## src/hw/stage_fifo_pkg.sv

```systemverilog
// Shared sizes, latency and width types of the staged FIFO
// Modules reference these by scoped name, for example stage_fifo_pkg::data_t
package stage_fifo_pkg;

  // ====================
  // Sizes
  // ====================

  // Width of one stored word
  localparam int DATA_W = 16;

  // Total capacity in items, staged items included
  localparam int FIFO_DEPTH = 16;

  // RAM address width, enough to index FIFO_DEPTH entries
  localparam int ADDR_W = 4;

  // Total count must reach FIFO_DEPTH itself, hence one extra bit
  localparam int COUNT_W = 5;

  // Cycles from a read request to its data valid
  localparam int RAM_RD_LATENCY = 2;

  // One cell per read in flight plus one so that reads can stream at full rate
  localparam int BUF_DEPTH = RAM_RD_LATENCY + 1;

  // Staged count runs from 0 to BUF_DEPTH
  localparam int BUF_COUNT_W = 2;

  // ====================
  // Types
  // ====================

  typedef logic [DATA_W-1:0] data_t;
  typedef logic [ADDR_W-1:0] addr_t;
  typedef logic [COUNT_W-1:0] count_t;
  typedef logic [BUF_COUNT_W-1:0] buf_count_t;

  // Onehot pointer over the staging cells, bit i selects cell i
  typedef logic [BUF_DEPTH-1:0] buf_onehot_t;

endpackage

```

## src/hw/fifo_push_ctrl.sv

```systemverilog
// Push side of the staged FIFO
// Accepts writes into the RAM and keeps the total number of items held
module fifo_push_ctrl (
  input  logic                   clk,
  input  logic                   rst_n,

  // External push port
  input  logic                   push_valid,
  output logic                   push_ready,
  input  stage_fifo_pkg::data_t  push_data,

  // Pop beat from the staging buffer, one item leaves the FIFO
  input  logic                   pop_beat,

  // RAM write port
  output logic                   wr_en,
  output stage_fifo_pkg::addr_t  wr_addr,
  output stage_fifo_pkg::data_t  wr_data,

  // Items in the FIFO, RAM and staging buffer together
  output stage_fifo_pkg::count_t total_items
);

  // ====================
  // Handshake
  // ====================

  logic                  push_beat;
  stage_fifo_pkg::addr_t wr_ptr;

  // Ready comes from the registered count only, so it never looks at
  // push_valid or at the pop side in the same cycle
  assign push_ready = total_items < stage_fifo_pkg::count_t'(stage_fifo_pkg::FIFO_DEPTH);
  assign push_beat  = push_valid && push_ready;

  // Every accepted word goes straight into the RAM at the tail
  assign wr_en   = push_beat;
  assign wr_addr = wr_ptr;
  assign wr_data = push_data;

  // ====================
  // Write address
  // ====================

  // Tail pointer, wraps after the last RAM entry
  always_ff @(posedge clk or negedge rst_n) begin
    if (!rst_n) begin
      wr_ptr <= '0;
    end else if (push_beat) begin
      if (wr_ptr == stage_fifo_pkg::addr_t'(stage_fifo_pkg::FIFO_DEPTH - 1)) begin
        wr_ptr <= '0;
      end else begin
        wr_ptr <= wr_ptr + 1'b1;
      end
    end
  end

  // ====================
  // Item count
  // ====================

  // Up on a push beat, down on a pop beat
  // When both happen together the count holds
  always_ff @(posedge clk or negedge rst_n) begin
    if (!rst_n) begin
      total_items <= '0;
    end else begin
      case ({push_beat, pop_beat})
        2'b10: begin
          total_items <= total_items + 1'b1;
        end
        2'b01: begin
          total_items <= total_items - 1'b1;
        end
        default: begin
          total_items <= total_items;
        end
      endcase
    end
  end

endmodule

```

## src/hw/fifo_ram.sv

```systemverilog
// Register-array storage for the staged FIFO with a fixed read latency
// Read data and its valid come out RAM_RD_LATENCY cycles after rd_req
module fifo_ram (
  input  logic                  clk,
  input  logic                  rst_n,

  // Write port from the push controller
  input  logic                  wr_en,
  input  stage_fifo_pkg::addr_t wr_addr,
  input  stage_fifo_pkg::data_t wr_data,

  // Read port from the staging buffer, no back-pressure
  input  logic                  rd_req,
  input  stage_fifo_pkg::addr_t rd_addr,
  output logic                  rd_data_valid,
  output stage_fifo_pkg::data_t rd_data
);

  // ====================
  // Storage
  // ====================

  stage_fifo_pkg::data_t mem [stage_fifo_pkg::FIFO_DEPTH];

  // Read pipeline, stage 0 holds the word sampled on the request edge
  logic                  rd_valid_q [stage_fifo_pkg::RAM_RD_LATENCY];
  stage_fifo_pkg::data_t rd_data_q  [stage_fifo_pkg::RAM_RD_LATENCY];

  // Write and read never hit the same entry in one cycle
  // since a push is only accepted while an entry is free
  always_ff @(posedge clk) begin
    if (wr_en) begin
      mem[wr_addr] <= wr_data;
    end
  end

  // ====================
  // Read pipeline
  // ====================

  // Valid bits need reset so nothing comes out before the first read
  always_ff @(posedge clk or negedge rst_n) begin
    if (!rst_n) begin
      for (int i = 0; i < stage_fifo_pkg::RAM_RD_LATENCY; i++) begin
        rd_valid_q[i] <= 1'b0;
      end
    end else begin
      rd_valid_q[0] <= rd_req;
      for (int i = 1; i < stage_fifo_pkg::RAM_RD_LATENCY; i++) begin
        rd_valid_q[i] <= rd_valid_q[i-1];
      end
    end
  end

  // Payload stages run freely, every stage moves each cycle
  // so several reads can be in flight at once
  always_ff @(posedge clk) begin
    rd_data_q[0] <= mem[rd_addr];
    for (int i = 1; i < stage_fifo_pkg::RAM_RD_LATENCY; i++) begin
      rd_data_q[i] <= rd_data_q[i-1];
    end
  end

  // Last stage is the read result
  assign rd_data_valid = rd_valid_q[stage_fifo_pkg::RAM_RD_LATENCY-1];
  assign rd_data       = rd_data_q[stage_fifo_pkg::RAM_RD_LATENCY-1];

endmodule

```

## src/hw/fifo_staging_buffer.sv

```systemverilog
// Pop-side staging buffer of the staged FIFO
// Prefetches from the RAM into a small onehot circular buffer and drives the pop port
module fifo_staging_buffer (
  input  logic                   clk,
  input  logic                   rst_n,

  // Items held in the whole FIFO, from the push controller
  input  stage_fifo_pkg::count_t total_items,

  // RAM read port
  output logic                   rd_req,
  output stage_fifo_pkg::addr_t  rd_addr,
  input  logic                   rd_data_valid,
  input  stage_fifo_pkg::data_t  rd_data,

  // External pop port
  output logic                   pop_valid,
  input  logic                   pop_ready,
  output stage_fifo_pkg::data_t  pop_data,

  // One item leaves the FIFO this cycle
  output logic                   pop_beat
);

  // ====================
  // Read issue
  // ====================

  // Reads in flight plus items stored here
  stage_fifo_pkg::buf_count_t staged_items;

  // Room for one more read, either a free cell or a cell freed by this pop
  logic space_available;

  // Some items still sit in the RAM with no read issued for them
  logic items_not_staged;

  assign pop_beat = pop_valid && pop_ready;

  assign space_available =
      (staged_items < stage_fifo_pkg::buf_count_t'(stage_fifo_pkg::BUF_DEPTH)) || pop_ready;
  assign items_not_staged = stage_fifo_pkg::count_t'(staged_items) < total_items;

  // A read is only issued with guaranteed room, so returned data is never dropped
  assign rd_req = space_available && items_not_staged;

  // Staged count goes up on each read issued and down on each pop
  always_ff @(posedge clk or negedge rst_n) begin
    if (!rst_n) begin
      staged_items <= '0;
    end else begin
      case ({rd_req, pop_beat})
        2'b10: begin
          staged_items <= staged_items + 1'b1;
        end
        2'b01: begin
          staged_items <= staged_items - 1'b1;
        end
        default: begin
          staged_items <= staged_items;
        end
      endcase
    end
  end

  // Head address in the RAM, wraps like the write pointer
  always_ff @(posedge clk or negedge rst_n) begin
    if (!rst_n) begin
      rd_addr <= '0;
    end else if (rd_req) begin
      if (rd_addr == stage_fifo_pkg::addr_t'(stage_fifo_pkg::FIFO_DEPTH - 1)) begin
        rd_addr <= '0;
      end else begin
        rd_addr <= rd_addr + 1'b1;
      end
    end
  end

  // ====================
  // Circular buffer
  // ====================

  stage_fifo_pkg::data_t       mem [stage_fifo_pkg::BUF_DEPTH];
  stage_fifo_pkg::data_t       mem_rd_data;
  stage_fifo_pkg::buf_onehot_t rd_ptr_onehot;
  stage_fifo_pkg::buf_onehot_t wr_ptr_onehot;
  logic                        maybe_full;
  logic                        ptr_match;
  logic                        empty;
  logic                        advance_wr_ptr;
  logic                        advance_rd_ptr;

  // Equal pointers mean either empty or full, maybe_full tells which
  assign ptr_match = rd_ptr_onehot == wr_ptr_onehot;
  assign empty     = ptr_match && !maybe_full;

  // Returned data is stored unless it can go straight out on the pop port
  assign advance_wr_ptr = rd_data_valid && !(empty && pop_ready);

  // Head only moves when a stored item is popped
  // A forwarded word never touched the buffer
  assign advance_rd_ptr = !empty && pop_ready;

  // Pointers start on cell 0 and rotate left by one cell per advance
  always_ff @(posedge clk or negedge rst_n) begin
    if (!rst_n) begin
      wr_ptr_onehot <= stage_fifo_pkg::buf_onehot_t'(1);
      rd_ptr_onehot <= stage_fifo_pkg::buf_onehot_t'(1);
    end else begin
      if (advance_wr_ptr) begin
        wr_ptr_onehot <= {wr_ptr_onehot[stage_fifo_pkg::BUF_DEPTH-2:0],
                          wr_ptr_onehot[stage_fifo_pkg::BUF_DEPTH-1]};
      end
      if (advance_rd_ptr) begin
        rd_ptr_onehot <= {rd_ptr_onehot[stage_fifo_pkg::BUF_DEPTH-2:0],
                          rd_ptr_onehot[stage_fifo_pkg::BUF_DEPTH-1]};
      end
    end
  end

  // Set by a write without a read, cleared by a read without a write
  always_ff @(posedge clk or negedge rst_n) begin
    if (!rst_n) begin
      maybe_full <= 1'b0;
    end else if (advance_wr_ptr != advance_rd_ptr) begin
      maybe_full <= advance_wr_ptr;
    end
  end

  // Only the cell under the write pointer loads
  always_ff @(posedge clk) begin
    for (int i = 0; i < stage_fifo_pkg::BUF_DEPTH; i++) begin
      if (advance_wr_ptr && wr_ptr_onehot[i]) begin
        mem[i] <= rd_data;
      end
    end
  end

  // AND-OR mux on the onehot head pointer, no decoder needed
  always_comb begin
    mem_rd_data = '0;
    for (int i = 0; i < stage_fifo_pkg::BUF_DEPTH; i++) begin
      mem_rd_data = mem_rd_data | (mem[i] & {stage_fifo_pkg::DATA_W{rd_ptr_onehot[i]}});
    end
  end

  // ====================
  // Pop port
  // ====================

  // With the buffer empty the RAM word is forwarded in the cycle it returns
  // If the consumer stalls, that word is stored and shows up again from the head
  assign pop_valid = !empty || rd_data_valid;
  assign pop_data  = empty ? rd_data : mem_rd_data;

endmodule

```

## src/hw/stage_fifo.sv

```systemverilog
// Top level of the staged FIFO with push and pop valid/ready ports
// Joins the push controller, the latency RAM and the pop-side staging buffer
module stage_fifo (
  input  logic                  clk,
  input  logic                  rst_n,

  // Push port
  input  logic                  push_valid,
  output logic                  push_ready,
  input  stage_fifo_pkg::data_t push_data,

  // Pop port
  output logic                  pop_valid,
  input  logic                  pop_ready,
  output stage_fifo_pkg::data_t pop_data
);

  // RAM write side
  logic                   wr_en;
  stage_fifo_pkg::addr_t  wr_addr;
  stage_fifo_pkg::data_t  wr_data;

  // RAM read side
  logic                   rd_req;
  stage_fifo_pkg::addr_t  rd_addr;
  logic                   rd_data_valid;
  stage_fifo_pkg::data_t  rd_data;

  // Count exchange between the two ends
  logic                   pop_beat;
  stage_fifo_pkg::count_t total_items;

  fifo_push_ctrl u_push_ctrl (
    .clk         (clk),
    .rst_n       (rst_n),
    .push_valid  (push_valid),
    .push_ready  (push_ready),
    .push_data   (push_data),
    .pop_beat    (pop_beat),
    .wr_en       (wr_en),
    .wr_addr     (wr_addr),
    .wr_data     (wr_data),
    .total_items (total_items)
  );

  fifo_ram u_ram (
    .clk           (clk),
    .rst_n         (rst_n),
    .wr_en         (wr_en),
    .wr_addr       (wr_addr),
    .wr_data       (wr_data),
    .rd_req        (rd_req),
    .rd_addr       (rd_addr),
    .rd_data_valid (rd_data_valid),
    .rd_data       (rd_data)
  );

  fifo_staging_buffer u_staging (
    .clk           (clk),
    .rst_n         (rst_n),
    .total_items   (total_items),
    .rd_req        (rd_req),
    .rd_addr       (rd_addr),
    .rd_data_valid (rd_data_valid),
    .rd_data       (rd_data),
    .pop_valid     (pop_valid),
    .pop_ready     (pop_ready),
    .pop_data      (pop_data),
    .pop_beat      (pop_beat)
  );

endmodule

```

## config.mk

```make
export PLATFORM = sky130hd
export DESIGN_NAME = stage_fifo
export DESIGN_NICKNAME = d
export VERILOG_FILES = /design/src/hw/stage_fifo_pkg.sv /design/src/hw/fifo_push_ctrl.sv /design/src/hw/fifo_ram.sv /design/src/hw/fifo_staging_buffer.sv /design/src/hw/stage_fifo.sv
export SDC_FILE = /design/constraint.sdc
export NUM_CORES = 1
export LEC_CHECK = 0
export BUFFER_PORTS_ARGS = -buffer_cell sky130_fd_sc_hd__buf_2
export CAP_MARGIN = 10
export CORE_MARGIN = 2
export CORE_UTILIZATION = 65
export CTS_CLUSTER_DIAMETER = 40
export DETAILED_ROUTE_END_ITERATION = 16
export PLACE_DENSITY = 0.91
export SYNTH_ARGS = -nofsm -noshare
export SYNTH_HDL_FRONTEND = slang
export SYNTH_SLANG_ARGS = --single-unit
```

## constraint.sdc

```tcl
create_clock -name clk -period 8.9 [get_ports clk]
set_input_delay 1.78 -clock clk [delete_from_list [all_inputs] [get_ports clk]]
set_output_delay 1.78 -clock clk [all_outputs]
set_load 0.005 [all_outputs]
```

==> flow_summary.yaml <==
run_status:
  status: "finished clean"
yosys:
  synthFlopType: "edfxtp_1"
  syn_avg_cell_area_sq_um: 19.9
  synth_fa_ha_area_frac: 0.0110
  synthTopCellsByArea: "edfxtp_1, mux4_2, dfxtp_1, dfrtp_1, o22ai_1"
  yosys.area.top_type: "edfxtp_1"
  synth_cell_types: 44
  synth_compound_area_frac: 0.0404
  yosysSeqAreaShare: 0.774
  synthArstFlopShare: 0.0667
  synth.cell_area_sq_um: 13400
  synth_simple_gate_area_share: 0.0347
  synth_top_area_frac: 0.681
  synthMuxAreaShare: 0.116
  synth-seq-cells: 360
  syn-instance-count: 673
  synthXorXnorAreaFrac: 0.00915
  synth_nets: 704
  ys.warnings.count: 0
  synth_edf_count: 304
  synth_top_family_by_area: "multiplexers"
final_layout:
  syn_to_final_growth_pct: 13.2
  layout-drive-gt1-share: 0.247
  nets: 747
  fin_area_sq_um: 15200
  diodes: 0
  n_fill_cell: 1023
global_route:
  grt_max_degree: 44
  antenna_found_initial: 0
  grt.total_usage: 0.271
  grt_pass1_wl_um: 43100
  grt_pass1_vias: 7065
  grt-ovfl-total: 0
worst_setup_path:
  critical_path_buf_inv_count: 1
  cp-start-kind: "flop"
  critPathRequiredTime_ps: 7120
  crit_path_end_kind: "primary output"
  path_max_fanout: 35
  crit_arrival_ps: 2640
  max_stage_delay_ps: 810
  path_delay_family: "flip-flops"
  cp_cell_sequence: "xor2_1 > or4_4 > a21oi_1 > buf_2"
  critPathKind: "reg -> out"
  crit_path_top_delay_cell: "dfrtp_1"
worst_hold_path:
  min_path_type: "reg -> reg"
detailed_routing:
  finalWirelength_um: 28400
  drtIter0Drc: 843
  post_drt_wl_per_cell_um: 27.9
  ant_nets: 0
  first_pass_iters: 5
  vias: 6735
  drc: 0
  via_per_inst: 6.63
cts:
  postCtsSetupBuffers: 0
  ctsHoldBuffers: 0
  clk_pin_slew_ps: 60
  cts_tree: "yes"
  insertion_delay_ps: 530
  cts-resized-gates: 0
  clock-sinks: 360
  root_buffer: "clkbuf_16"
  clock_path_buffers: 3
  h-tree-depth: 2
  numCtsBuffers: 39
floorplan:
  fp.dieW_um: 148
  core_area_sq_um: 20200
  num_rows: 52
  fp.dieH_um: 148
  dieArea_sq_um: 21800
  io_pins: 38
  start_util: 0.662
timing:
  finalSetupTns_ps: 0
  finalHoldViolCount: 0
  period_needed_ps: 4420
  finalSetupViolations: 0
  fmax_mhz: 226
  period_share: 0.497
  slew_headroom: 0.277
  clock_skew_ps: 17.5
  rsz0062_at_grt: "false"
  slew_violations: 0
  tightest_slew_ps: 1080
power:
  p_sw_frac: 0.283
  intPower_mw: 3.59
  power.share.sequential: 0.440
  clkPwrFrac: 0.343
  ir_worst_vdd_uv: 252
  netSwitchingPower_mw: 1.42
  powerDensity_nw_per_um2: 330
  combinationalPowerShare: 0.216
  finalPower_mw: 5.00
  p_leak_nw: 5.10
place:
  dpl.hpwl_um: 15900
  place_area_sq_um: 13800
  portBuffers: 37
  gp_congestion: 0.785
job:
  max_cap_violations: 0
==> final cells by class <==
| type | instances | area (sq um) | share of cell area |
|---|---|---|---|
| Sequential cell | 360 | 10400 | 0.684 |
| Timing Repair Buffer | 40 | 208 | 0.0137 |
| Clock buffer | 46 | 1090 | 0.0716 |
| Clock inverter | 25 | 303 | 0.0200 |
| Inverter | 7 | 26.3 | 0.00173 |
| Tap cell | 270 | 338 | 0.0223 |
| Multi-Input combinational cell | 268 | 2830 | 0.187 |
==> per-layer routing <==
layer	share of wire	vias up	GRT usage	wire length (um)
met1	0.37	3487	0.359	10500
met2	0.52	364	0.462	14800
met4	0.025	0	0.0894	717
met3	0.082	62	0.0543	2310
li1	-	2822	-	-
met5	0	-	0	0
==> state kept, by name, indices dropped and copies added (netlist names) <==
name and count:
u_ram.mem 256, u_staging.mem 48, u_ram.rd_data_q 32, u_push_ctrl.total_items 5
u_push_ctrl.wr_addr 4, u_staging.rd_addr 4, u_staging.rd_ptr_onehot 3, u_staging.wr_ptr_onehot 3
u_staging.staged_items 2, u_ram.rd_data_valid 1, u_ram.rd_valid_q 1, u_staging.maybe_full 1
==> worst paths after layout <==
kind                                                  from                          to  slack, ps  depth (start not counted)
worst max register to register  u_staging.rd_ptr_onehot[2]  u_push_ctrl.total_items[4]       5100                         11
worst max-delay path            u_staging.rd_ptr_onehot[2]                 pop_data[4]       4480                          4
max in group asynchronous                            rst_n        u_staging.rd_addr[0]       7250                          1
worst min register to register      u_ram.rd_data_q[0][10]      u_ram.rd_data_q[0][26]        330                          0
worst min-delay path                u_ram.rd_data_q[0][10]      u_ram.rd_data_q[0][26]        330                          0
min in group asynchronous                            rst_n  u_staging.rd_ptr_onehot[2]       1240                          1
==> kinds of logic after synthesis <==
family,after synthesis
AOI/OAI and AO/OA,79
xor gates and xnor gates,14
adders and majority gates,12
buffers and inverters,45
DFF,360
muxes,73
and+or+nand+nor,90
==> through the flow <==
| stage | util | hold slack (ps) | setup WS (ps) | cells |
|---|---|---|---|---|
| 4_1_cts | 0.750 | 328 | 4450 | 1016 |
| 3_5_place_dp | 0.681 | 312 | 4590 | 945 |
| 5_1_grt | 0.750 | 332 | 4390 | 1016 |
| 2_1_floorplan | - | 310 | 5170 | 673 |
| 3_3_place_gp | 0.681 | 311 | 4820 | 945 |
| 6_report | 0.750 | 327 | 4480 | 1016 |
==> Yosys cell counts, drive strengths merged (7+ instances only) <==
cell	number
edfxtp	304
mux4	64
nor2	35
dfxtp	32
o22ai	32
clkbuf	25
dfrtp	22
and2	20
a21oi	18
a222oi	16
buf	13
ha	11
mux2	9
nand2	9
inv	7
xnor2	7
xor2	7
==> power by group through the flow <==
stage	combinational (mW)	clock (mW)	sequential, mW
5_1_grt	1.15	1.80	2.22
3_5_place_dp	1.04	0	2.23
4_1_cts	1.08	1.73	2.20
3_3_place_gp	0.984	0	2.20
2_1_floorplan	0.805	0	2.14
6_report	1.08	1.72	2.20
==> cell usage in the layout, fill, tap and decap left out, types with 18 or more instances in the layout <==
| cell type | instances |
|---|---|
| mux4_2 | 64 |
| dfrtp_1 | 21 |
| edfxtp_1 | 304 |
| o22ai_1 | 32 |
| clkbuf_16 | 42 |
| dfxtp_1 | 32 |
| buf_2 | 37 |
| a21oi_1 | 18 |
| nor2_1 | 35 |
| and2_1 | 20 |
Power figures use the tool's default switching activity.
